**src/rvCore_macros.svh**
```systemverilog
`ifndef RVCORE_MACROS_SVH
`define RVCORE_MACROS_SVH

// Instruction memory depth in 32-bit words
`define RV_IMEM_WORDS 256

// Data memory depth in 32-bit words
`define RV_DMEM_WORDS 256

// Byte address of the transmit port
`define RV_IO_ADDR 32'h8000_0000

// Credits granted by the receiver after reset
`define RV_IO_CREDITS 4

// ADDI x0, x0, 0
`define RV_NOP 32'h0000_0013

`endif

```
**src/ioTxPort.sv**
```systemverilog
`timescale 1ns/1ps
`include "rvCore_macros.svh"

module ioTxPort
(
   input  logic        clk,
   input  logic        rst,
   input  logic        ioStore,
   input  logic [31:0] storeData,
   input  logic        ioCreditReturn,
   output logic        ioBlocked,
   output logic        ioValid,
   output logic [31:0] ioData
);
   localparam int CntW = $clog2(`RV_IO_CREDITS + 1);

   logic [CntW-1:0] credits;
   logic            avail;
   logic            spend;

   // A credit returned this cycle can be spent right away
   assign avail = (credits != '0) || ioCreditReturn;
   assign spend = ioStore && avail;
   assign ioBlocked = ioStore && !avail;

   always_ff @(posedge clk)
   begin
      if (rst)
         credits <= CntW'(`RV_IO_CREDITS);
      else if (ioCreditReturn && !spend)
         credits <= credits + 1'b1;
      else if (spend && !ioCreditReturn)
         credits <= credits - 1'b1;
   end

   always_ff @(posedge clk)
   begin
      if (rst)
         ioValid <= 1'b0;
      else
         ioValid <= spend;
   end

   always_ff @(posedge clk)
   begin
      if (spend)
         ioData <= storeData;
   end

   // Receiver must not return more than it was sent
   assert property (@(posedge clk) disable iff (rst) credits <= CntW'(`RV_IO_CREDITS))
      else $error("Credit count %0d above limit", credits);

   assert property (@(posedge clk) disable iff (rst)
      $past(credits == '0 && !ioCreditReturn) |-> !ioValid)
      else $error("ioValid without a credit");

endmodule

```
**config.mk**
```make
export PLATFORM = sky130hd
export DESIGN_NAME = ioTxPort
export DESIGN_NICKNAME = d
export VERILOG_FILES = /design/src/ioTxPort.sv
export VERILOG_INCLUDE_DIRS = /design/src
export SDC_FILE = /design/constraint.sdc
export NUM_CORES = 1
export LEC_CHECK = 0
export BUFFER_PORTS_ARGS = -buffer_cell sky130_fd_sc_hd__buf_4
export CAP_MARGIN = 20
export CORE_MARGIN = 2
export CORE_UTILIZATION = 48
export CTS_BUF_LIST = sky130_fd_sc_hd__clkbuf_8
export CTS_CLUSTER_DIAMETER = 120
export DETAILED_ROUTE_END_ITERATION = 8
export PLACE_DENSITY = 0.94
export SYNTH_ARGS = -nofsm -noshare
export SYNTH_HDL_FRONTEND = slang
export SYNTH_SLANG_ARGS = --single-unit
```
**constraint.sdc**
```tcl
create_clock -name clk -period 2.65 [get_ports clk]
set_input_delay 0.1325 -clock clk [delete_from_list [all_inputs] [get_ports clk]]
set_output_delay 0.1325 -clock clk [all_outputs]
set_load 0.02 [all_outputs]
```
# After elaboration in Yosys (flattened, before gate mapping)
# Index checks and enable logic that the tools add are counted.
word_totals:
  romBits: 0
  mem_count: 0
  word_cells: 17
  ram_bits: 0
  regBits: 36
  latchBits: 0
  input_bits: 36
  out_inout_bits: 34
classes:
  bitwise: 0
  n_reduce_logical: 10
  n_mux: 2
  n_addsub: 2
  multipliers: 0
  n_div: 0
  order_cmp: 0
  shift: 0
  n_eq_ne: 0
op_table:
  columns: ["operator", "count"]
  rows:
  - ["$mux W3", 2]
  - ["$logic_and A1 B1 Y1", 4]
  - ["$add A3 B1 Y3 const B", 1]
  - ["$logic_not A1 Y1", 3]
  - ["$reduce_bool A3 Y1", 1]
  - ["$sub A3 B1 Y3 const B", 1]
  - ["$reduce_bool A2 Y1", 1]
  - ["$logic_or A1 B1 Y1", 1]

# Depth between registers and ports, before layout
logic_depth:
  depth_word: 6
  ltp_mapped: 5
  ltp_nobuf: 5

# Worst setup path after synthesis
# No wires, ideal clock.
synth_timing:
  path_kind: "reg-to-reg"
  start: "register credits[0]"
  end: "register ioData[0], enable pin"
  path_slack_ps: 883
  setup_ps: 395
  n_path_buf: 0
  stages_incl_launch_ff: 2
  synth_period_minus_slack_ps: 1767
  arrival_ps: 1371
  t_required_ps: 2255
  path_cell_list: "dfxtp_1 o41a_1"
synth_between:
  elab_chain_len: 3
synth_lines:
  columns: ["item", "line", "source"]
  rows:
  - ["from (decl)", "ioTxPort.sv:17", "logic [CntW-1:0] credits;"]
  - ["from (signal assigned)", "ioTxPort.sv:29", "credits <= CntW'(`RV_IO_CREDITS);"]
  - ["from (signal assigned)", "ioTxPort.sv:31", "credits <= credits + 1'b1;"]
  - ["from (signal assigned)", "ioTxPort.sv:33", "credits <= credits - 1'b1;"]
  - ["$reduce_bool A3 Y1", "ioTxPort.sv:22", "assign avail = (credits != '0) || ioCreditReturn;"]
  - ["$logic_or A1 B1 Y1", "ioTxPort.sv:22", null]
  - ["$logic_and A1 B1 Y1", "ioTxPort.sv:23", "assign spend = ioStore && avail;"]
  - ["named net spend", "ioTxPort.sv:19", "logic spend;"]
  - ["to (signal assigned)", "ioTxPort.sv:47", "ioData <= storeData;"]
  - ["to (decl)", "ioTxPort.sv:13", "output logic [31:0] ioData"]
# The timed path passes the listed nets, and every way through them passes these cells.
# A chain may end at the register's enable or synchronous reset.

# Worst setup path in the final report
layout_timing:
  start: "register credits[1]"
  end: "register credits[1]"
layout_between:
  elab_chain_len: 6
  elab_cells_between_ends: 11
  cone_classes: "2 x add/sub; 2 x mux; 7 x reduce/logical"
layout_lines:
  columns: ["item"]
  rows:
  - ["parallel branches: the longest is 6 deep, another holds $sub A3 B1 Y3"]
# Several ways; the timed one is not identified. The select of a mux whose other input is x is not followed.

==> impl_metrics.json <==
{
  "gp_congestion": 0.729,
  "critPathTopFamily": "adder cells",
  "tightestPinTransition_ns": 0.400,
  "reg2reg_slack_ns": 1.13,
  "p_per_area_nw_per_um2": 668,
  "whs_endpoint": "ioData[31]$_DFFE_PP_",
  "min_period_ns": 1.52,
  "slew_violations": 0,
  "first_pass_iters": 4,
  "dp_hpwl_um": 2200,
  "cts_hold_buf": 0,
  "startpoint_type": "flop",
  "synthTopCellsByArea": "edfxtp_1, dfxtp_1, o211ai_1",
  "clkSinkCount": 36,
  "num_vias": 866,
  "max_stage_delay_ns": 0.50,
  "maxCapViolCount": 0,
  "rsz0062_at_grt": "false",
  "io_buffers": 69,
  "clock.fmax_ghz": 0.657,
  "grt_pass1_vias": 773,
  "cp_slowest_cell": "fa_1",
  "die-area_um2": 2940,
  "netlist_instances": 59,
  "required_ns": 2.81,
  "die_h_um": 54.3,
  "ant_nets": 0,
  "drt_wl_total_um": 3040,
  "syn_avg_cell_area_um2": 20.5,
  "cp.arrival_ns": 1.69,
  "htreeDepth": 2,
  "relSlewSlack": 0.733,
  "yosys.area.top_type": "edfxtp_1",
  "final-setup-viol-count": 0,
  "netlist.area_leader.share": 0.793,
  "track_usage": 0.215,
  "core_um2": 2430,
  "nNetsFinal": 173,
  "ios": 70,
  "vdd_drop_max_uv": 605,
  "insertedDiodeCount": 0,
  "status": "completed",
  "clkLatencyLatePin_ns": 0.29,
  "cts_buffers": 5,
  "clkTransAtPathRegs_ns": 0.07,
  "r2r-start": "credits[1]$_SDFFE_PP0P_",
  "antenna_found_initial": 0,
  "netlist_area_um2": 1210,
  "hold_viol_final": 0,
  "synthesis.nets": 96,
  "fin_skew_ns": 0.00997,
  "end_kind": "flop",
  "cts_resized": 0,
  "synth.distinct_cells": 19,
  "initial_core_util": 0.498,
  "viasPerCell": 5.19,
  "rr_worst_depth": 4,
  "p_leak_nw": 0.787,
  "place_ws_ns": 1.14,
  "grt_pass1_wl_um": 3920,
  "whs_path_depth": 1,
  "yosysWarnings": 0,
  "fin_crit_sh": 0.575,
  "layout_commonest_cell": "buf_4",
  "wire_per_inst_um": 18.2,
  "cp_cell_sequence": "fa_1 -> mux2_1 -> nand2_1 -> a31oi_1",
  "die_w_um": 54.3,
  "reg2reg_to": "credits[1]$_SDFFE_PP0P_",
  "min_from": "storeData[31]",
  "crit_buf_inv": 0,
  "worst-setup-path-type": "reg2reg",
  "tritoncts": "yes",
  "hold_path_class": "in2reg",
  "crit_fanout": 7,
  "cts_setup_buffers": 0,
  "ys_seq_area_frac": 0.859,
  "row_count": 18,
  "overflow": 0,
  "syn_to_final_growth_pct": 53.0,
  "yosys_register_bits": 36,
  "setup_ws_ns": 1.13,
  "initialDrtViolationCount": 36,
  "drive_above_1_share": 0.562,
  "cts_max_path_buffers": 2,
  "finalPower_mw": 1.24,
  "mostFrequentLayoutCells": "buf_4, edfxtp_1, clkbuf_8, dfxtp_1",
  "grt_max_degree": 34,
  "drc": 0,
  "tns_ns": 0,
  "ctsRootBufferMaster": "clkbuf_8"
}
==> layer usage <==
metal  wire length (um)  global-route usage  vias up  part of all wire
li1                   -                   -      384                 -
met1               1080               0.224      412              0.36
met2               1540               0.363       63              0.51
met3                365               0.112        7              0.12
met4                 57              0.0875        0             0.019
met5                  0                   0        -                 0
==> final cells by class <==
class / count / area (um2)
clock inverters: 3 / 11.3
inverters: 1 / 3.75
fillers: 153 / 577
clock buffers: 5 / 68.8
multi-input cells: 22 / 168
flip-flops and latches: 36 / 1040
well taps: 30 / 37.5
repair buffers: 70 / 526
==> how the worst max path moves through the flow <==
| stage | end | cells past startpoint | slack, ns | from |
|---|---|---|---|---|
| 2_1_floorplan | ioData[0]$_DFFE_PP_ | 1 | 0.88 | credits[0]$_SDFFE_PP0P_ |
| 3_3_place_gp | credits[1]$_SDFFE_PP0P_ | 6 | 1.21 | ioStore |
| 3_5_place_dp | credits[1]$_SDFFE_PP0P_ | 6 | 1.14 | ioStore |
| 4_1_cts | credits[1]$_SDFFE_PP0P_ | 4 | 1.14 | credits[0]$_SDFFE_PP0P_ |
| 5_1_grt | credits[1]$_SDFFE_PP0P_ | 4 | 1.07 | credits[1]$_SDFFE_PP0P_ |
| 6_report | credits[1]$_SDFFE_PP0P_ | 4 | 1.13 | credits[1]$_SDFFE_PP0P_ |
==> through the flow <==
step	util	area [um2]	cells	hold slack (ns)
final	0.763	1860	167	0.0139
after global routing	0.763	1860	167	0.00585
after CTS	0.763	1860	167	0.00792
after detailed placement	0.730	1780	159	0.312
after global placement	0.730	1780	159	0.311
after floorplan	-	1210	59	0.199
==> kinds of logic (layout without fill, tap and decap cells) <==
| kind of cell | Yosys count | in the layout | synth area share |
|---|---|---|---|
| compound gates | 9 | 9 | 0.0609 |
| fa+ha+maj | 1 | 1 | 0.0165 |
| buf+inv | 1 | 79 | 0.00309 |
| flops | 36 | 36 | 0.859 |
| mux | 1 | 1 | 0.00929 |
| simple gates | 11 | 11 | 0.0516 |
==> worst reg2reg max path, stage by stage, from the launching register on <==
cell	delay (ns)
dfxtp_1	0.45
fa_1	0.50
mux2_1	0.31
nand2_1	0.07
a31oi_1	0.08
==> cells in the mapped netlist <==
library cell	n
nand3b_1	1
a221oi_2	1
o41a_1	1
and2b_2	1
o31a_1	1
nand2_1	2
nor2b_1	1
edfxtp_1	32
inv_1	1
and2_1	1
o211ai_1	3
nand2b_1	2
fa_1	1
mux2_1	1
o21ai_0	2
nor4_1	1
nor2_1	2
dfxtp_1	4
a31oi_1	1
==> registers in the layout (all words and copies together) (netlist names) <==
| signal | count |
|---|---|
| ioData | 32 |
| credits | 3 |
| ioValid | 1 |
==> where the power goes <==
part	leakage [nW]	internal, mW	switching [mW]
Sequential	0.345	0.667	0.0226
Combinational	0.394	0.0944	0.101
Clock	0.0482	0.175	0.179
No activity file was read; power rests on OpenSTA's default activity.
