$ cat src/rvCore_macros.svh
`ifndef RVCORE_MACROS_SVH
`define RVCORE_MACROS_SVH

// Instruction memory depth in 32-bit words
`define RV_IMEM_WORDS 256

// Data memory depth in 32-bit words
`define RV_DMEM_WORDS 256

// Byte address of the transmit port
`define RV_IO_ADDR 32'h8000_0000

// Credits granted by the receiver after reset
`define RV_IO_CREDITS 4

// ADDI x0, x0, 0
`define RV_NOP 32'h0000_0013

`endif

$ cat src/rvPkg.sv
package rvPkg;

   typedef enum logic [6:0] {
      OpReg    = 7'b0110011,
      OpImm    = 7'b0010011,
      OpLui    = 7'b0110111,
      OpLoad   = 7'b0000011,
      OpStore  = 7'b0100011,
      OpBranch = 7'b1100011,
      OpJal    = 7'b1101111
   } opcodeE;

   typedef enum logic [3:0] {
      AluAdd,
      AluSub,
      AluAnd,
      AluOr,
      AluXor,
      AluSlt,
      AluSltu,
      AluSll,
      AluSrl,
      AluSra
   } aluOpE;

   typedef enum logic [1:0] {
      WbAlu,
      WbMem,
      WbPc4
   } wbSelE;

   // Format views share opcode, rd, funct3, rs1 and rs2 positions
   typedef union packed {
      logic [31:0] word;
      struct packed {
         logic [6:0] funct7;
         logic [4:0] rs2;
         logic [4:0] rs1;
         logic [2:0] funct3;
         logic [4:0] rd;
         logic [6:0] opcode;
      } r;
      struct packed {
         logic [11:0] imm;
         logic [4:0]  rs1;
         logic [2:0]  funct3;
         logic [4:0]  rd;
         logic [6:0]  opcode;
      } i;
      struct packed {
         logic [6:0] immHi;
         logic [4:0] rs2;
         logic [4:0] rs1;
         logic [2:0] funct3;
         logic [4:0] immLo;
         logic [6:0] opcode;
      } s;
      struct packed {
         logic       imm12;
         logic [5:0] imm10to5;
         logic [4:0] rs2;
         logic [4:0] rs1;
         logic [2:0] funct3;
         logic [3:0] imm4to1;
         logic       imm11;
         logic [6:0] opcode;
      } b;
      struct packed {
         logic [19:0] imm;
         logic [4:0]  rd;
         logic [6:0]  opcode;
      } u;
      struct packed {
         logic       imm20;
         logic [9:0] imm10to1;
         logic       imm11;
         logic [7:0] imm19to12;
         logic [4:0] rd;
         logic [6:0] opcode;
      } j;
   } instrU;

   typedef struct packed {
      aluOpE       aluOp;
      logic        zeroA;
      logic        immSel;
      logic [31:0] imm;
      logic        regWe;
      logic [4:0]  rd;
      wbSelE       wbSel;
      logic        memWrite;
      logic        memRead;
      logic        ioSel;
      logic        branch;
      logic        branchNe;
      logic        jump;
   } ctrlS;

endpackage

$ cat src/rvAlu.sv
`timescale 1ns/1ps

module rvAlu
(
   input  logic [31:0] a,
   input  logic [31:0] b,
   input  rvPkg::aluOpE op,
   output logic [31:0] result,
   output logic        zero
);
   import rvPkg::*;

   logic [4:0] shamt;

   assign shamt = b[4:0];

   always_comb
   begin
      case (op)
         AluAdd:  result = a + b;
         AluSub:  result = a - b;
         AluAnd:  result = a & b;
         AluOr:   result = a | b;
         AluXor:  result = a ^ b;
         AluSlt:  result = {31'd0, $signed(a) < $signed(b)};
         AluSltu: result = {31'd0, a < b};
         AluSll:  result = a << shamt;
         AluSrl:  result = a >> shamt;
         AluSra:  result = $unsigned($signed(a) >>> shamt);
         default: result = a + b;
      endcase
   end

   // Branch compare flag
   assign zero = (result == 32'd0);

endmodule

$ cat config.mk
export PLATFORM = sky130hd
export DESIGN_NAME = rvAlu
export DESIGN_NICKNAME = d
export VERILOG_FILES = /design/src/rvCore_macros.svh /design/src/rvPkg.sv /design/src/rvAlu.sv
export SDC_FILE = /design/constraint.sdc
export NUM_CORES = 1
export LEC_CHECK = 0
export BUFFER_PORTS_ARGS = -buffer_cell sky130_fd_sc_hd__buf_2
export CORE_MARGIN = 2
export CORE_UTILIZATION = 30
export DETAILED_ROUTE_END_ITERATION = 6
export PLACE_DENSITY_LB_ADDON = 0.12
export SLEW_MARGIN = 15
export SYNTH_ARGS = -nofsm -noshare
export SYNTH_HDL_FRONTEND = slang
export SYNTH_SLANG_ARGS = --single-unit
$ cat constraint.sdc
create_clock -name vclk -period 5.9
set_input_delay 1.18 -clock vclk [all_inputs]
set_output_delay 1.18 -clock vclk [all_outputs]
set_load 0.02 [all_outputs]
# After elaboration in Yosys (flattened, before gate mapping)

Cells that the tools add are included.

Input bits: 68
Register bits after elaboration: 0

Add/subtract/negate cells: 2
Muxes and demuxes: 1
Shift-type cells: 3
Reductions and logical operators: 1
Magnitude comparators: 2
Equal/unequal tests: 9
Bitwise gates (word level): 3

Operators with widths:

| kind                                                                   | number |
|---|---|
| 32-bit case mux with 9 select lines                                    | 1 |
| 32-bit less-than comparator                                            | 2 |
| 32-bit adder                                                           | 1 |
| 32-bit bitwise AND                                                     | 1 |
| 32-bit logical NOT                                                     | 1 |
| 32-bit OR                                                              | 1 |
| 32-bit by 5-bit << shifter with 32-bit output                          | 1 |
| 32-bit by 5-bit right shift with 32-bit output                         | 1 |
| 32-bit by 5-bit >>> shifter with 32-bit output                         | 1 |
| 32-bit subtractor                                                      | 1 |
| 32-bit bitwise XOR                                                     | 1 |
| 4-bit by 3-bit equality test with 1-bit output (second input constant) | 4 |
| 4-bit by 2-bit equality test with 1-bit output (second input constant) | 2 |
| 4-bit equality test (second input constant)                            | 2 |
| 4-bit by 1-bit equality test with 1-bit output (second input constant) | 1 |

# Depth between registers and ports, before layout

Gate-level depths: netlist (run 1).

Word-level depth: 3
Gate-level depth with buffers: 17
Depth with buffers taken out: 13

# Worst setup path after synthesis (run 1)

Ideal clock, no wire load.

Kind: input -> output
From: input port b[2]
To: output port zero
Setup slack: -0.734 ns
Buffers on the path: 5
Data arrival time: 5.454 ns
Data required time: 4.720 ns
Stages: 17
Cells stage by stage: buf_2 -> inv_1 -> clkbuf_1 -> buf_4 -> clkbuf_1 -> ha_1 -> buf_2 -> nor3_1 -> o311ai_1 -> a311oi_1 -> o21ai_1 -> a2111oi_0 -> nand4b_1 -> a21oi_1 -> o32a_1 -> or4_1 -> nor4_2

Word-level cells in the longest chain between the ends: 3

RTL lines:

| element                                    | line                     | RTL |
|---|---|---|
| start, declared                            | rvAlu.sv:6               | `input logic [31:0] b,` |
| 32-bit adder, or another cell as far along | rvAlu.sv:20, rvAlu.sv:30 |  |
| 32-bit case mux with 9 select lines (*)    | rvAlu.sv:19              | `case (op)` |
| net result[28]                             | rvAlu.sv:8               | `output logic [31:0] result,` |
| 32-bit logical NOT (*)                     | rvAlu.sv:35              | `assign zero = (result == 32'd0);` |
| end, declared                              | rvAlu.sv:9               | `output logic zero` |

Mark *: on every way through the listed nets, which the timed path passes. The rest lies on a longest branch.

# Worst setup path in the final report (run 1)

From: input port b[0]
To: output port zero

Word-level cells in the longest chain between the ends: 3

RTL lines:

| element                                    | line |
|---|---|
| 32-bit adder, or another cell as far along | rvAlu.sv:20, rvAlu.sv:30 |
| 32-bit case mux with 9 select lines (*)    | rvAlu.sv:19 |
| 32-bit logical NOT (*)                     | rvAlu.sv:35 |

Mark *: on every way between the ends. The rest lies on a longest branch, timed or not.

==> flow_summary.ini, run 1 <==
[grt]
grt_pass1_vias = 13960
grt_usage_pct = 34.34
overflow = 0
grt_max_degree = 42
grt_pass1_wl_um = 93900
grt_antenna_before_repair = 1

[detailed_routing]
drt-pass1-iter-count = 5
vias = 14690
wl_um = 65960
drt_first_iter_violations = 1588
drc = 0
post_drt_wl_per_cell_um = 28.07
ant_nets = 0
via_per_inst = 6.249

[sta]
setup_violations = 1
rsz0062_at_grt = yes
finalCritPeriodShare_pct = 102.3
report.final.slew_viol_count = 0
min_period_ns = 6.038
worst_pin_slew_ns = 1.241
finalWorstSetupSlack_ns = -0.1380
hold_ws_ns = 3.129
hold_viol = 0
slew_headroom_pct = 16.11
max_freq_ghz = 0.1656

[floorplanning]
io-pin-count = 101
die_x_um = 192.8
start_util_pct = 30.27
die_h_um = 192.8
core_um2 = 35310
row_count = 69
die-area_um2 = 37160

[layout]
area_growth_pct = 46.19
fin_nets = 2057
drive_above_1_share_pct = 40.89
sequential_cell_total = 0
n_fill_cell = 3659
register_area_um2 = 0
clkbuf_count = 0
multi_input_area_um2 = 10440

[synthesis]
yosys_warnings = 0
ys_seq_area_share_pct = 0
ys_top_cells_by_area = ha_1 11%, mux4_2 11%, a21oi_1 5.5%
synth_nets = 1650
synth.largest_area_cell = ha_1
synth_largest_type_area_fraction_pct = 11.35
syn_area_um2 = 10690
post_synth.cell_area_avg_um2 = 7.208
synth_cell_types = 87
postSynthCellCount = 1483

[setup_path]
critPathSlowestCell = mux4_2
critPathCaptureType = output pin
cp_cell_sequence = buf_8 -> buf_12 -> mux4_2 -> buf_4 -> nand2_1 -> a21oi_1 -> o31ai_1 -> buf_4 -> nand3_1 -> buf_4 -> a211oi_4 -> buf_4 -> nand4b_1 -> nor4_2 -> buf_4 -> nand4b_1 -> nor4_4 -> buf_4
critical_path.max_fanout = 12
crit_type = input pin to output pin
critPathMaxStageDelay_ns = 0.52
endpoint = zero
crit_top_cell = buf_4
arrival_ns = 4.86
cp.required_ns = 4.72
startpoint_type = input pin
cp-startpoint = b[0]

[worst_hold_path]
min_from = b[30]
hp-class = input pin to output pin

[flow_run]
max_cap_viol_count = 0

[placed_design]
hpwl_um = 53320
place.port_buffers = 101
finalWeightedCongestion = 1.026

[run_status]
status = finished, violations left
violations = setup timing
-- metrics by stage --
| step | util (%) | setup TNS (ns) | setup slack, ns | cells | instance area [um^2] |
|---|---|---|---|---|---|
| after floorplan | - | -0.04362 | -0.04362 | 1483 | 10830 |
| after global placement | 40.81 | -0.5581 | -0.5581 | 2317 | 14410 |
| after detailed placement | 40.84 | -0.5839 | -0.5839 | 2317 | 14420 |
| after CTS | 42.66 | -0.1085 | -0.1085 | 2329 | 15060 |
| after global routing | 44.25 | -0.2326 | -0.2326 | 2349 | 15620 |
| final | 44.25 | -0.1380 | -0.1380 | 2350 | 15630 |
-- cell families (layout without fill, tap and decap cells) --
kind of cell / count (synthesis) / after routing / synth area share [%]
AO/OA/AOI/OAI: 495 / 495 / 32.20
XOR/XNOR: 7 / 7 / 0.5736
adder cells (fa/ha/maj): 99 / 99 / 11.73
buffers and inverters: 241 / 646 / 9.774
multiplexers: 148 / 148 / 22.73
other: 0 / 1 / 0
AND/OR/NAND/NOR: 493 / 493 / 22.99
-- worst max-delay path: cells and delay by family --
kind / cells / cell delay, ns
AO/OA/AOI/OAI: 3 / 0.72
buffers and inverters: 8 / 1.28
multiplexers: 1 / 0.52
AND/OR/NAND/NOR: 6 / 1.13
-- how the worst min path moves through the flow --
stage | end | slack, ns | cells after the start
3_3_place_gp | result[31] | 3.12 | 5
4_1_cts | result[31] | 3.13 | 5
3_5_place_dp | result[31] | 3.13 | 5
2_1_floorplan | result[15] | 2.76 | 4
5_1_grt | result[31] | 3.17 | 5
6_report | result[31] | 3.13 | 5
-- layer usage --
| layer | vias to the layer above | routed length, um | GRT usage (%) |
|---|---|---|---|
| met4 | 0 | 3062 | 11.80 |
| li1 | 6512 | - | - |
| met1 | 7165 | 27390 | 45.77 |
| met3 | 141 | 5690 | 3.764 |
| met2 | 867 | 29820 | 57.29 |
| met5 | - | 0 | 0 |
-- layout make-up --
class | count | area share, %
diodes | 1 | 0.01601
inverters | 106 | 2.594
multi-input cells | 1242 | 66.84
well taps | 461 | 3.691
repair buffers | 540 | 26.86
-- placed cells by master (no fill, tap or decap), types with 19 or more instances in the layout --
cell type / Yosys / final
a21oi_1: 118 / 113
a22oi_1: 24 / 22
buf_2: 25 / 94
buf_4: 12 / 408
ha_1: 97 / 86
inv_1: 104 / 97
mux2_2: 20 / 19
mux2i_1: 59 / 50
mux4_2: 53 / 64
nand2_1: 116 / 116
nand2b_1: 22 / 20
nand3_1: 35 / 32
nor2_1: 143 / 140
nor2b_1: 25 / 24
nor3_1: 40 / 32
o211ai_1: 26 / 26
o21ai_0: 74 / 65
-- synth_stat cells, types with 16 or more instances --
cell,number
mux4_1,16
nand3_1,35
mux4_2,53
nor2_1,143
o211ai_1,26
nand2b_1,22
nor3_1,40
nor2b_1,25
o31ai_1,20
a21o_1,18
nand2_1,116
a22oi_1,24
a211oi_1,20
ha_1,97
clkbuf_1,87
inv_1,104
mux2i_1,59
mux2_2,20
o21ai_0,74
buf_2,25
nor4_1,19
a21oi_1,118
-- timing repair --
action                                  4_1_cts  5_1_grt
endpoints found under the setup margin        1        1
cloned                                        2        2
hold buffers                                  0        0
resized for setup                           110       97
pin swaps                                    43       45
buffers inserted                             10       18
==> inputs of run 2 (changes only) <==
--- a/config.mk
+++ b/config.mk
@@ -5,11 +5,13 @@
 export SDC_FILE = /design/constraint.sdc
 export NUM_CORES = 1
 export LEC_CHECK = 0
+export ABC_CLOCK_PERIOD_IN_PS = 5900
 export BUFFER_PORTS_ARGS = -buffer_cell sky130_fd_sc_hd__buf_2
 export CORE_MARGIN = 2
 export CORE_UTILIZATION = 30
 export DETAILED_ROUTE_END_ITERATION = 6
 export PLACE_DENSITY_LB_ADDON = 0.12
+export REMOVE_ABC_BUFFERS = 1
 export SLEW_MARGIN = 15
 export SYNTH_ARGS = -nofsm -noshare
 export SYNTH_HDL_FRONTEND = slang
==> flow_summary.ini, run 2 (same netlist as run 1, synthesis figures left out) <==
[run_status]
status = finished, violations left
violations = setup timing

[grt]
overflow = 0
grt_usage_pct = 34.61
grt_pass1_vias = 13850
grt_antenna_before_repair = 0
grt_pass1_wl_um = 95030
grt_max_degree = 57

[layout]
drive_above_1_share_pct = 37.25
fin_nets = 2016
sequential_cell_total = 0
register_area_um2 = 0
final_util_pct = 42.80
clkbuf_count = 0
final_common_cell = buf_4
area_growth_pct = 41.39
diodes = 0
layout_common_cells = 378 x buf_4, 143 x nor2_1, 116 x nand2_1

[setup_path]
critical_path_buf_inv_count = 6
critPathCaptureType = output pin
critPathMaxStageDelay_ns = 0.34
startpoint_type = input pin
crit_type = input pin to output pin
critPathSlowestCell = nor4_2
arrival_ns = 4.82
crit_top_cell = buf_4
cp_top_family = simple AND/OR/NAND/NOR gates
cp.required_ns = 4.72
critical_path.max_fanout = 20
cp_cell_sequence = buf_2 -> buf_4 -> buf_12 -> ha_1 -> buf_4 -> o2111a_2 -> o211a_4 -> buf_4 -> nor3_1 -> a31oi_1 -> mux2i_1 -> o311ai_0 -> nor4_2 -> nand4b_1 -> nor4_4 -> buf_4

[floorplanning]
die_x_um = 192.8
row_count = 69
core_um2 = 35310
die_h_um = 192.8
start_util_pct = 30.27
die-area_um2 = 37160
io-pin-count = 101

[detailed_routing]
vias = 14620
drc = 0
post_drt_wl_per_cell_um = 28.55
ant_nets = 0
via_per_inst = 6.333
drt_first_iter_violations = 1706
drt-pass1-iter-count = 6
wl_um = 65890

[worst_hold_path]
hp-class = input pin to output pin

[sta]
hold_viol = 0
finalWorstSetupSlack_ns = -0.1013
finalCritPeriodShare_pct = 101.7
max_freq_ghz = 0.1666
report.final.slew_viol_count = 0
setup_violations = 1
min_period_ns = 6.001
rsz0062_at_grt = yes
slew_headroom_pct = 27.73
worst_pin_slew_ns = 1.077

[power_and_ir_drop]
power_density_nw_per_um2 = 111.1
p_leak_nw = 6.679
ir_worst_vdd_mv = 0.05671
p_total_w = 0.001679

[placed_design]
finalWeightedCongestion = 1.031
hpwl_um = 52650
place.port_buffers = 101

[flow_run]
max_cap_viol_count = 0
run 2: cell count changes in the layout (fill, tap and decap cells not counted), sizes merged:
cell / before / now
clkbuf: 3 / 0
buf: 535 / 494
bufbuf: 2 / 5
diode: 1 / 0
run 2: final timing paths:
path	startpoint	end	slack (ns)	cells after the start
setup / recovery	b[2]	zero	-0.10	16
hold / removal	b[30]	result[31]	3.24	6
run 2: metal layers:
layer / GRT usage (%) / vias to the layer above / wire length, um / part of all wire (%)
met4: 13.01 / 0 / 3458 / 5.2
met5: 0 / - / 0 / 0
met2: 57.44 / 847 / 29920 / 45
li1: - / 6441 / - / -
met1: 46.34 / 7168 / 27400 / 42
met3: 3.146 / 161 / 5110 / 7.8
run 2: final cells by class:
type,count,area (um^2)
inverters,106,407.9
repair buffers,499,3854
multi-input cells,1242,10270
well taps,461,576.8
fillers,3719,20200
run 2: tightest hold or removal path: stages:
cell and delay (ns):
buf_2 0.09, ha_1 0.22, o41a_1 0.17, a22oi_1 0.10, buf_4 0.15, buf_2 0.15
run 2: per-stage QoR:
stage	instances	setup TNS (ns)	area [um^2]	worst slack, ns	hold slack (ns)
after floorplan	1348	-0.4318	10040	-0.4318	2.565
after global placement	2282	-0.8023	14060	-0.7035	3.169
after detailed placement	2282	-0.5816	14060	-0.5816	3.194
after CTS	2300	0	14760	0.001735	3.216
after global routing	2308	-0.2185	15110	-0.2185	3.279
final	2308	-0.1013	15110	-0.1013	3.237
run 2: repair_timing:
item                                    CTS  global route
pin swaps                                24            27
cloned                                    5             0
gates resized for setup                  96            59
endpoints found under the setup margin    2             1
hold buffers                              0             0
buffers inserted                         16             8
run 2: report_power, final:
group	switching [W]	internal (W)	total, W	leakage (nW)
Clock	0	0	0	0
Combinational	0.000956	0.000723	0.00168	6.68
Sequential	0	0	0	0
Total	0.000956	0.000723	0.00168	6.68
Note: power is estimated with default switching activity, not from simulation.
