### config.mk
export PLATFORM = sky130hd
export DESIGN_NAME = rvControl_flat
export DESIGN_NICKNAME = d
export VERILOG_FILES = /design/src/rvPkg.sv /design/src/rvCtrlIf.sv /design/src/rvControl.sv /design/src/flat_wrapper.sv
export VERILOG_INCLUDE_DIRS = /design/src
export SDC_FILE = /design/constraint.sdc
export NUM_CORES = 1
export LEC_CHECK = 0
export ABC_CLOCK_PERIOD_IN_PS = 4800
export BUFFER_PORTS_ARGS = -buffer_cell sky130_fd_sc_hd__buf_4
export CAP_MARGIN = 5
export CORE_ASPECT_RATIO = 0.7
export CORE_MARGIN = 1.5
export CORE_UTILIZATION = 43
export DETAILED_ROUTE_END_ITERATION = 8
export PLACE_DENSITY = 0.87
export SETUP_SLACK_MARGIN = 0.05
export SLEW_MARGIN = 10
export SYNTH_ARGS = -nofsm -noshare
export SYNTH_HDL_FRONTEND = slang
export SYNTH_SLANG_ARGS = --single-unit
### constraint.sdc
create_clock -name vclk -period 4.8
set_input_delay 0.72 -clock vclk [all_inputs]
set_output_delay 0.72 -clock vclk [all_outputs]
set_load 0.02 [all_outputs]
### src/rvCore_macros.svh
`ifndef RVCORE_MACROS_SVH
`define RVCORE_MACROS_SVH

// Instruction memory depth in 32-bit words
`define RV_IMEM_WORDS 256

// Data memory depth in 32-bit words
`define RV_DMEM_WORDS 256

// Byte address of the transmit port
`define RV_IO_ADDR 32'h8000_0000

// Credits granted by the receiver after reset
`define RV_IO_CREDITS 4

// ADDI x0, x0, 0
`define RV_NOP 32'h0000_0013

`endif

### src/rvPkg.sv
package rvPkg;

   typedef enum logic [6:0] {
      OpReg    = 7'b0110011,
      OpImm    = 7'b0010011,
      OpLui    = 7'b0110111,
      OpLoad   = 7'b0000011,
      OpStore  = 7'b0100011,
      OpBranch = 7'b1100011,
      OpJal    = 7'b1101111
   } opcodeE;

   typedef enum logic [3:0] {
      AluAdd,
      AluSub,
      AluAnd,
      AluOr,
      AluXor,
      AluSlt,
      AluSltu,
      AluSll,
      AluSrl,
      AluSra
   } aluOpE;

   typedef enum logic [1:0] {
      WbAlu,
      WbMem,
      WbPc4
   } wbSelE;

   // Format views share opcode, rd, funct3, rs1 and rs2 positions
   typedef union packed {
      logic [31:0] word;
      struct packed {
         logic [6:0] funct7;
         logic [4:0] rs2;
         logic [4:0] rs1;
         logic [2:0] funct3;
         logic [4:0] rd;
         logic [6:0] opcode;
      } r;
      struct packed {
         logic [11:0] imm;
         logic [4:0]  rs1;
         logic [2:0]  funct3;
         logic [4:0]  rd;
         logic [6:0]  opcode;
      } i;
      struct packed {
         logic [6:0] immHi;
         logic [4:0] rs2;
         logic [4:0] rs1;
         logic [2:0] funct3;
         logic [4:0] immLo;
         logic [6:0] opcode;
      } s;
      struct packed {
         logic       imm12;
         logic [5:0] imm10to5;
         logic [4:0] rs2;
         logic [4:0] rs1;
         logic [2:0] funct3;
         logic [3:0] imm4to1;
         logic       imm11;
         logic [6:0] opcode;
      } b;
      struct packed {
         logic [19:0] imm;
         logic [4:0]  rd;
         logic [6:0]  opcode;
      } u;
      struct packed {
         logic       imm20;
         logic [9:0] imm10to1;
         logic       imm11;
         logic [7:0] imm19to12;
         logic [4:0] rd;
         logic [6:0] opcode;
      } j;
   } instrU;

   typedef struct packed {
      aluOpE       aluOp;
      logic        zeroA;
      logic        immSel;
      logic [31:0] imm;
      logic        regWe;
      logic [4:0]  rd;
      wbSelE       wbSel;
      logic        memWrite;
      logic        memRead;
      logic        ioSel;
      logic        branch;
      logic        branchNe;
      logic        jump;
   } ctrlS;

endpackage

### src/rvCtrlIf.sv
`timescale 1ns/1ps

interface rvCtrlIf;
   import rvPkg::*;

   // Controls of the instruction in execute
   ctrlS ctrl;
   // Controls of the instruction in writeback, driven by the core pipeline register
   ctrlS ctrlWb;
   logic stall;
   logic flush;
   logic forwardA;
   logic forwardB;

   modport control
   (
      output ctrl,
      output stall,
      output flush,
      output forwardA,
      output forwardB
   );

   modport fetch
   (
      input stall,
      input flush
   );

   modport lsu
   (
      input ctrl,
      input ctrlWb
   );

endinterface

### src/rvControl.sv
`timescale 1ns/1ps
`include "rvCore_macros.svh"

module rvControl
(
   input  logic         clk,
   input  logic         rst,
   input  rvPkg::instrU instr,
   input  logic [31:0]  pcExec,
   input  logic         aluZero,
   input  logic [31:0]  aluResult,
   input  logic [4:0]   wbRd,
   input  logic         wbRegWe,
   input  logic         ioBlocked,
   output logic [31:0]  target,
   output logic         taken,
   rvCtrlIf.control     ctrl
);
   import rvPkg::*;

   ctrlS dec;
   logic supported;

   // Shared by register and immediate ALU forms
   function automatic aluOpE aluFromFunct(input logic [2:0] funct3, input logic alt);
      aluOpE op;
      case (funct3)
         3'b000: op = alt ? AluSub : AluAdd;
         3'b001: op = AluSll;
         3'b010: op = AluSlt;
         3'b011: op = AluSltu;
         3'b100: op = AluXor;
         3'b101: op = alt ? AluSra : AluSrl;
         3'b110: op = AluOr;
         default: op = AluAnd;
      endcase
      return op;
   endfunction

   always_comb
   begin
      dec = '0;
      supported = 1'b1;
      dec.rd = instr.r.rd;
      case (opcodeE'(instr.r.opcode))
         OpReg:
         begin
            dec.aluOp = aluFromFunct(instr.r.funct3, instr.r.funct7[5]);
            dec.regWe = 1'b1;
         end
         OpImm:
         begin
            // ADDI has no subtract form, only the shift uses imm[10]
            dec.aluOp = aluFromFunct(instr.i.funct3,
                                     instr.i.funct3 == 3'b101 && instr.i.imm[10]);
            dec.immSel = 1'b1;
            dec.imm = {{20{instr.i.imm[11]}}, instr.i.imm};
            dec.regWe = 1'b1;
         end
         OpLui:
         begin
            dec.zeroA = 1'b1;
            dec.immSel = 1'b1;
            dec.imm = {instr.u.imm, 12'b0};
            dec.regWe = 1'b1;
         end
         OpLoad:
         begin
            dec.immSel = 1'b1;
            dec.imm = {{20{instr.i.imm[11]}}, instr.i.imm};
            dec.memRead = 1'b1;
            dec.wbSel = WbMem;
            dec.regWe = 1'b1;
         end
         OpStore:
         begin
            dec.immSel = 1'b1;
            dec.imm = {{20{instr.s.immHi[6]}}, instr.s.immHi, instr.s.immLo};
            dec.memWrite = 1'b1;
         end
         OpBranch:
         begin
            // Compare by subtraction, zero flag decides
            dec.aluOp = AluSub;
            dec.imm = {{19{instr.b.imm12}}, instr.b.imm12, instr.b.imm11,
                       instr.b.imm10to5, instr.b.imm4to1, 1'b0};
            dec.branch = 1'b1;
            dec.branchNe = instr.b.funct3[0];
         end
         OpJal:
         begin
            dec.imm = {{11{instr.j.imm20}}, instr.j.imm20, instr.j.imm19to12,
                       instr.j.imm11, instr.j.imm10to1, 1'b0};
            dec.jump = 1'b1;
            dec.wbSel = WbPc4;
            dec.regWe = 1'b1;
         end
         default:
            supported = 1'b0;
      endcase
      if (dec.rd == 5'd0)
         dec.regWe = 1'b0;
      // Address known only once the ALU has it
      dec.ioSel = (dec.memRead || dec.memWrite) && (aluResult == `RV_IO_ADDR);
   end

   assign ctrl.ctrl = dec;

   // Branch and jump resolve here, one wrong-path slot gets flushed
   assign taken = (dec.branch && (dec.branchNe ^ aluZero)) || dec.jump;
   assign target = pcExec + dec.imm;
   assign ctrl.flush = taken;

   // Only back-pressure in the core
   assign ctrl.stall = ioBlocked;

   assign ctrl.forwardA = wbRegWe && (wbRd != 5'd0) && (wbRd == instr.r.rs1);
   assign ctrl.forwardB = wbRegWe && (wbRd != 5'd0) && (wbRd == instr.r.rs2);

   // Fetch must never hand a live slot an unknown opcode
   assert property (@(posedge clk) disable iff (rst) !$past(ctrl.flush) |-> supported)
      else $error("Unsupported opcode %h at pc %h", instr.r.opcode, pcExec);

endmodule

### src/flat_wrapper.sv
// flat-port wrapper written by rule: the top's interface ports become plain ports
module rvControl_flat import rvPkg::*;
  (clk, rst, instr, pcExec, aluZero, aluResult, wbRd, wbRegWe, ioBlocked, target, taken, ctrl_ctrl, ctrl_stall, ctrl_flush, ctrl_forwardA, ctrl_forwardB);
  rvCtrlIf ctrl_i ();
  input  logic clk;
  input  logic rst;
  input  rvPkg::instrU instr;
  input  logic [31:0] pcExec;
  input  logic aluZero;
  input  logic [31:0] aluResult;
  input  logic [4:0] wbRd;
  input  logic wbRegWe;
  input  logic ioBlocked;
  output logic [31:0] target;
  output logic taken;
  output wire logic [$bits(ctrl_i.ctrl)-1:0] ctrl_ctrl;
  output wire logic [$bits(ctrl_i.stall)-1:0] ctrl_stall;
  output wire logic [$bits(ctrl_i.flush)-1:0] ctrl_flush;
  output wire logic [$bits(ctrl_i.forwardA)-1:0] ctrl_forwardA;
  output wire logic [$bits(ctrl_i.forwardB)-1:0] ctrl_forwardB;
  assign ctrl_ctrl = ctrl_i.ctrl;
  assign ctrl_stall = ctrl_i.stall;
  assign ctrl_flush = ctrl_i.flush;
  assign ctrl_forwardA = ctrl_i.forwardA;
  assign ctrl_forwardB = ctrl_i.forwardB;
  rvControl u_core (.clk(clk), .rst(rst), .instr(instr), .pcExec(pcExec), .aluZero(aluZero), .aluResult(aluResult), .wbRd(wbRd), .wbRegWe(wbRegWe), .ioBlocked(ioBlocked), .target(target), .taken(taken), .ctrl(ctrl_i));
endmodule
# After elaboration in Yosys (flattened, before gate mapping)
# Cells that the tools add are included.
[op_classes]
n_lt_le_gt_ge = 0
addsub = 1
shift = 0
mul = 0
bitwise = 1
n_eq_ne = 16
reduce_logical = 14
n_div = 0
mux = 17
[op_table]
columns = ["op", "count"]
rows = [
  ["$pmux W32 S5", 1],
  ["$pmux W4 S7", 2],
  ["$add A32 B32 Y32", 1],
  ["$eq A32 B32 Y1 const B", 1],
  ["$eq A7 B6 Y1 const B", 3],
  ["$eq A7 B7 Y1 const B", 2],
  ["$pmux W4 S3", 1],
  ["$mux W1", 11],
  ["$eq A5 B5 Y1", 2],
  ["$eq A3 B3 Y1 const B", 3],
  ["$eq A7 B2 Y1 const B", 1],
  ["$eq A7 B5 Y1 const B", 1],
  ["$eq A3 B2 Y1 const B", 2],
  ["$logic_and A1 B1 Y1", 6],
  ["$logic_not A5 Y1", 1],
  ["$reduce_bool A5 Y1", 1],
  ["$reduce_or A5 Y1", 1],
  ["$pmux W2 S2", 1],
  ["$reduce_or A4 Y1", 1],
  ["$eq A3 B1 Y1 const B", 1],
  ["$logic_not A3 Y1", 1],
  ["$logic_or A1 B1 Y1", 2],
  ["$mux W2", 1],
  ["$reduce_or A2 Y1", 1],
  ["$xor A1 B1 Y1", 1],
]
[word_totals]
n_memories = 0
latch_bits = 0
word_cells = 49
rom_bits = 0
reg_bits = 0
ram_bits = 0
out_inout_bits = 89
input_bits = 106

# Logic depth before layout (Yosys ltp)
[logic_depth]
ltp_word = 5
mapped_depth = 17
depth_no_buf = 15

# Worst setup path after synthesis
# OpenSTA, ideal clock, no wires.
[synth_path]
path_type = "input to output"
startpoint = "in instr[2] (netlist name)"
endpoint = "out target[28]"
slack_ps = -269
arrival_ps = 4349
n_path_buf = 0
required_ps = 4080
cell_stages = 15
cell_sequence = "nor2_2 -> nand3_2 -> nor3b_2 -> nor2b_1 -> a22o_1 -> ha_1 -> inv_1 -> fa_1 -> nand2b_1 -> a21o_1 -> a31o_2 -> nand2_1 -> a41oi_1 -> and4b_1 -> nor3_1"
[synth_between]
elab_chain_cells = 4
elab_cells_between_ends = 9
classes_between = "add/sub (1); eq/ne (6); mux (1); reduce/logical (1)"
[synth_lines]
columns = ["element", "line", "rtl"]
rows = [
  ["from (decl)", "flat_wrapper.sv:7", "input rvPkg::instrU instr;"],
  ["$eq A7 B5 Y1 / $eq A7 B2 Y1 (equally long branches)", "rvControl.sv:45", "case (opcodeE'(instr.r.opcode))"],
  ["$reduce_or A2 Y1 (no source line)", "n/a", ""],
  ["$pmux W32 S5 (*)", "rvControl.sv:45", ""],
  ["via ctrl_ctrl[14]", "flat_wrapper.sv:16", "output wire logic [$bits(ctrl_i.ctrl)-1:0] ctrl_ctrl;"],
  ["$add A32 B32 Y32 (*)", "rvControl.sv:111", "assign target = pcExec + dec.imm;"],
  ["to (decl)", "flat_wrapper.sv:14", "output logic [31:0] target;"],
]
# Mark *: on every way through the listed nets, which the timed path passes. The rest lies on a longest branch.

# Final worst setup path
[layout_path]
startpoint = "in instr[3] (netlist name)"
endpoint = "out target[30]"
[layout_between]
elab_chain_cells = 4
elab_cells_between_ends = 9
classes_between = "add/sub (1); eq/ne (6); mux (1); reduce/logical (1)"
[layout_lines]
columns = ["element", "line"]
rows = [
  ["$eq A7 B5 Y1 / $eq A7 B2 Y1 (equally long branches)", "rvControl.sv:45"],
  ["$reduce_or A2 Y1 (no source line)", "n/a"],
  ["$pmux W32 S5 (*)", "rvControl.sv:45"],
  ["$add A32 B32 Y32 (*)", "rvControl.sv:111"],
]
# Mark *: on every way between the ends. The rest lies on a longest branch, timed or not.

==> flow_summary.toml <==
[global_route]
grt_pass1_vias = 3425
antenna_found_initial = 0
grt_pass1_wl_um = 16600
grt_overflow = 0
grtUsageTotal = 0.330
grt_max_degree = 16

[worst_setup_path]
cpPeakStageDelay_ns = 0.43
worstPathRequired_ns = 4.08
crit_top_cell = "buf_4"
crit_slowest_cell = "or3_4"
end_kind = "primary output"
path_cells = "buf_4 -> nor2_2 -> nand3_2 -> nor3b_4 -> buf_4 -> or3_4 -> and2_4 -> a21o_1 -> ha_1 -> a21oi_1 -> o21ai_1 -> a311oi_2 -> buf_4 -> mux2_2 -> nor3_4 -> buf_4"
cp.arrival_ns = 3.95
startpoint_type = "primary input"
crit_fanout = 8
path_class = "primary input to primary output"

[hold_path]
min_delay_path_depth = 0
hp-start = "ioBlocked"
holdPathEnd = "ctrl_stall"
hold_class = "primary input to primary output"

[sta]
slew_headroom = 0.603
rsz0062_at_grt = "yes"
fin_ws_ns = 0.132
max_freq_mhz = 214
post-route-period-util = 0.972
setup_violations = 0
drv_slew = 0
tightest_slew_ns = 0.589
fin_crit_ns = 4.67
finalHoldViolCount = 0

[route]
drcViolationCount = 0
vias_per_cell = 5.89
wl_um = 11500
first_pass_iters = 5
ant_nets = 0
vias = 3774
dr.first_iter.drc_count = 275
detail_route.wl_per_cell_um = 17.9

[logic_synthesis]
syn_area_mm2 = 0.00254
avgSynthCellArea_um2 = 6.83
yosysUniqueCellTypes = 61
ys_seq_area_frac = 0
synth.yosys.warnings = 0
synthCells = 372
syn_nets = 510

[pwr]
p_leak_nw = 2.35
power.density_mw_per_mm2 = 76.1
p_total_mw = 0.328
ir_drop_v = 0.0000559

[layout]
drive_gt1_frac = 0.451
final.fill_count = 468
diodes = 0
nets = 706
final_common_cell = "buf_4"
final-seq-area_um2 = 0
final_cell_mix = "buf_4 (218), ha_1 (29), a21o_1 (28), nand2_1 (26)"
nClkBuffers = 0
design.seq.count = 0
syn2layout_area_growth_pct = 69.4

[die]
die_h_um = 67.3
std_cell_rows = 23
die_x_um = 94.9
pin_count = 195
start_util = 0.444
coreArea_mm2 = 0.00573
fp.dieArea_mm2 = 0.00639

[flow_run]
cap_violations = 0

[status]
status = "completed"

[placed_design]
place_congestion = 0.984
post-dp-hpwl_um = 9710
port_buffers = 191
pre_cts_ws_ns = -0.0526
timing repair:
action | in CTS | in global routing
setup endpoints to repair | 5 | 14
hold buffers | 0 | 0
endpoints found under the hold margin | 0 | 0
gates resized for setup | 4 | 22
pin swaps | 0 | 4
setup buffers | 0 | 2
cells in the mapped netlist, drive strengths merged (5+ instances only):
| master | instances | area [um^2] |
|---|---|---|
| a21o | 28 | 210 |
| nand2b | 5 | 31.3 |
| clkbuf | 9 | 33.8 |
| nand3 | 11 | 60.1 |
| o21ai | 27 | 143 |
| nor4 | 11 | 68.8 |
| inv | 9 | 33.8 |
| and3 | 5 | 31.3 |
| and2 | 10 | 62.6 |
| o211ai | 5 | 42.5 |
| nand2 | 27 | 101 |
| o31ai | 5 | 51.3 |
| nand4 | 10 | 62.6 |
| xnor2 | 19 | 166 |
| nor3 | 15 | 80.1 |
| xor2 | 19 | 166 |
| a21oi | 29 | 145 |
| buf | 15 | 92.6 |
| nor2 | 27 | 104 |
| ha | 31 | 388 |
| o21a | 7 | 53.8 |
where the power goes:
part / switching, mW / leakage [nW] / total, mW / internal, mW
sequential: 0 / 0 / 0 / 0
clock: 0 / 0 / 0 / 0
combinational: 0.170 / 2.35 / 0.328 / 0.158
critical path: cells and delay by family:
kind	cells	cell delay, ns
AND/OR/NAND/NOR	6	1.07
multiplexers	1	0.35
AO/OA/AOI/OAI	4	0.85
adder cells (fa/ha/maj)	1	0.35
buffers and inverters	4	0.61
per-stage QoR:
step / hold slack (ns) / area, um^2 / util / instances / TNS [ns]
2_1_floorplan: 1.53 / 2580 / - / 372 / 0
3_3_place_gp: 1.44 / 4170 / 0.728 / 639 / 0
3_5_place_dp: 1.44 / 4170 / 0.728 / 639 / -0.0589
4_1_cts: 1.44 / 4190 / 0.731 / 639 / 0
5_1_grt: 1.44 / 4310 / 0.752 / 641 / 0
6_report: 1.44 / 4310 / 0.752 / 641 / 0
worst max path at each step:
| stage | from | slack [ns] | end |
|---|---|---|---|
| detailed placement | instr[2] | -0.05 | target[28] |
| finish | instr[3] | 0.13 | target[30] |
| CTS | instr[2] | 0.04 | target[28] |
| global placement | instr[2] | 0.06 | target[30] |
| global route | instr[2] | 0.02 | target[28] |
| floorplan | instr[6] | 0.009 | target[30] |
logic make-up (layout without fill, tap and decap cells):
family                   after synthesis  count (layout)  share of synthesized area
AO/OA/AOI/OAI                        130             130                      0.350
XOR/XNOR                              38              38                      0.131
adder cells (fa/ha/maj)               32              32                      0.160
buffers and inverters                 33             227                     0.0630
multiplexers                           3               3                     0.0123
AND/OR/NAND/NOR                      136             136                      0.283
final cells by class:
| class | count | area (um^2) | area share |
|---|---|---|---|
| Multi-Input combinational cell | 339 | 2540 | 0.590 |
| Timing Repair Buffer | 218 | 1640 | 0.380 |
| Tap cell | 75 | 93.8 | 0.0218 |
| Inverter | 9 | 33.8 | 0.00784 |
routing by layer:
metal,vias to the layer above,track usage,part of all wire
met3,30,0.0586,0.11
met1,1732,0.459,0.43
met2,231,0.536,0.45
met4,0,0.0597,0.016
li1,1781,-,-
met5,-,0,0
Note: power is estimated with default switching activity, not from simulation.
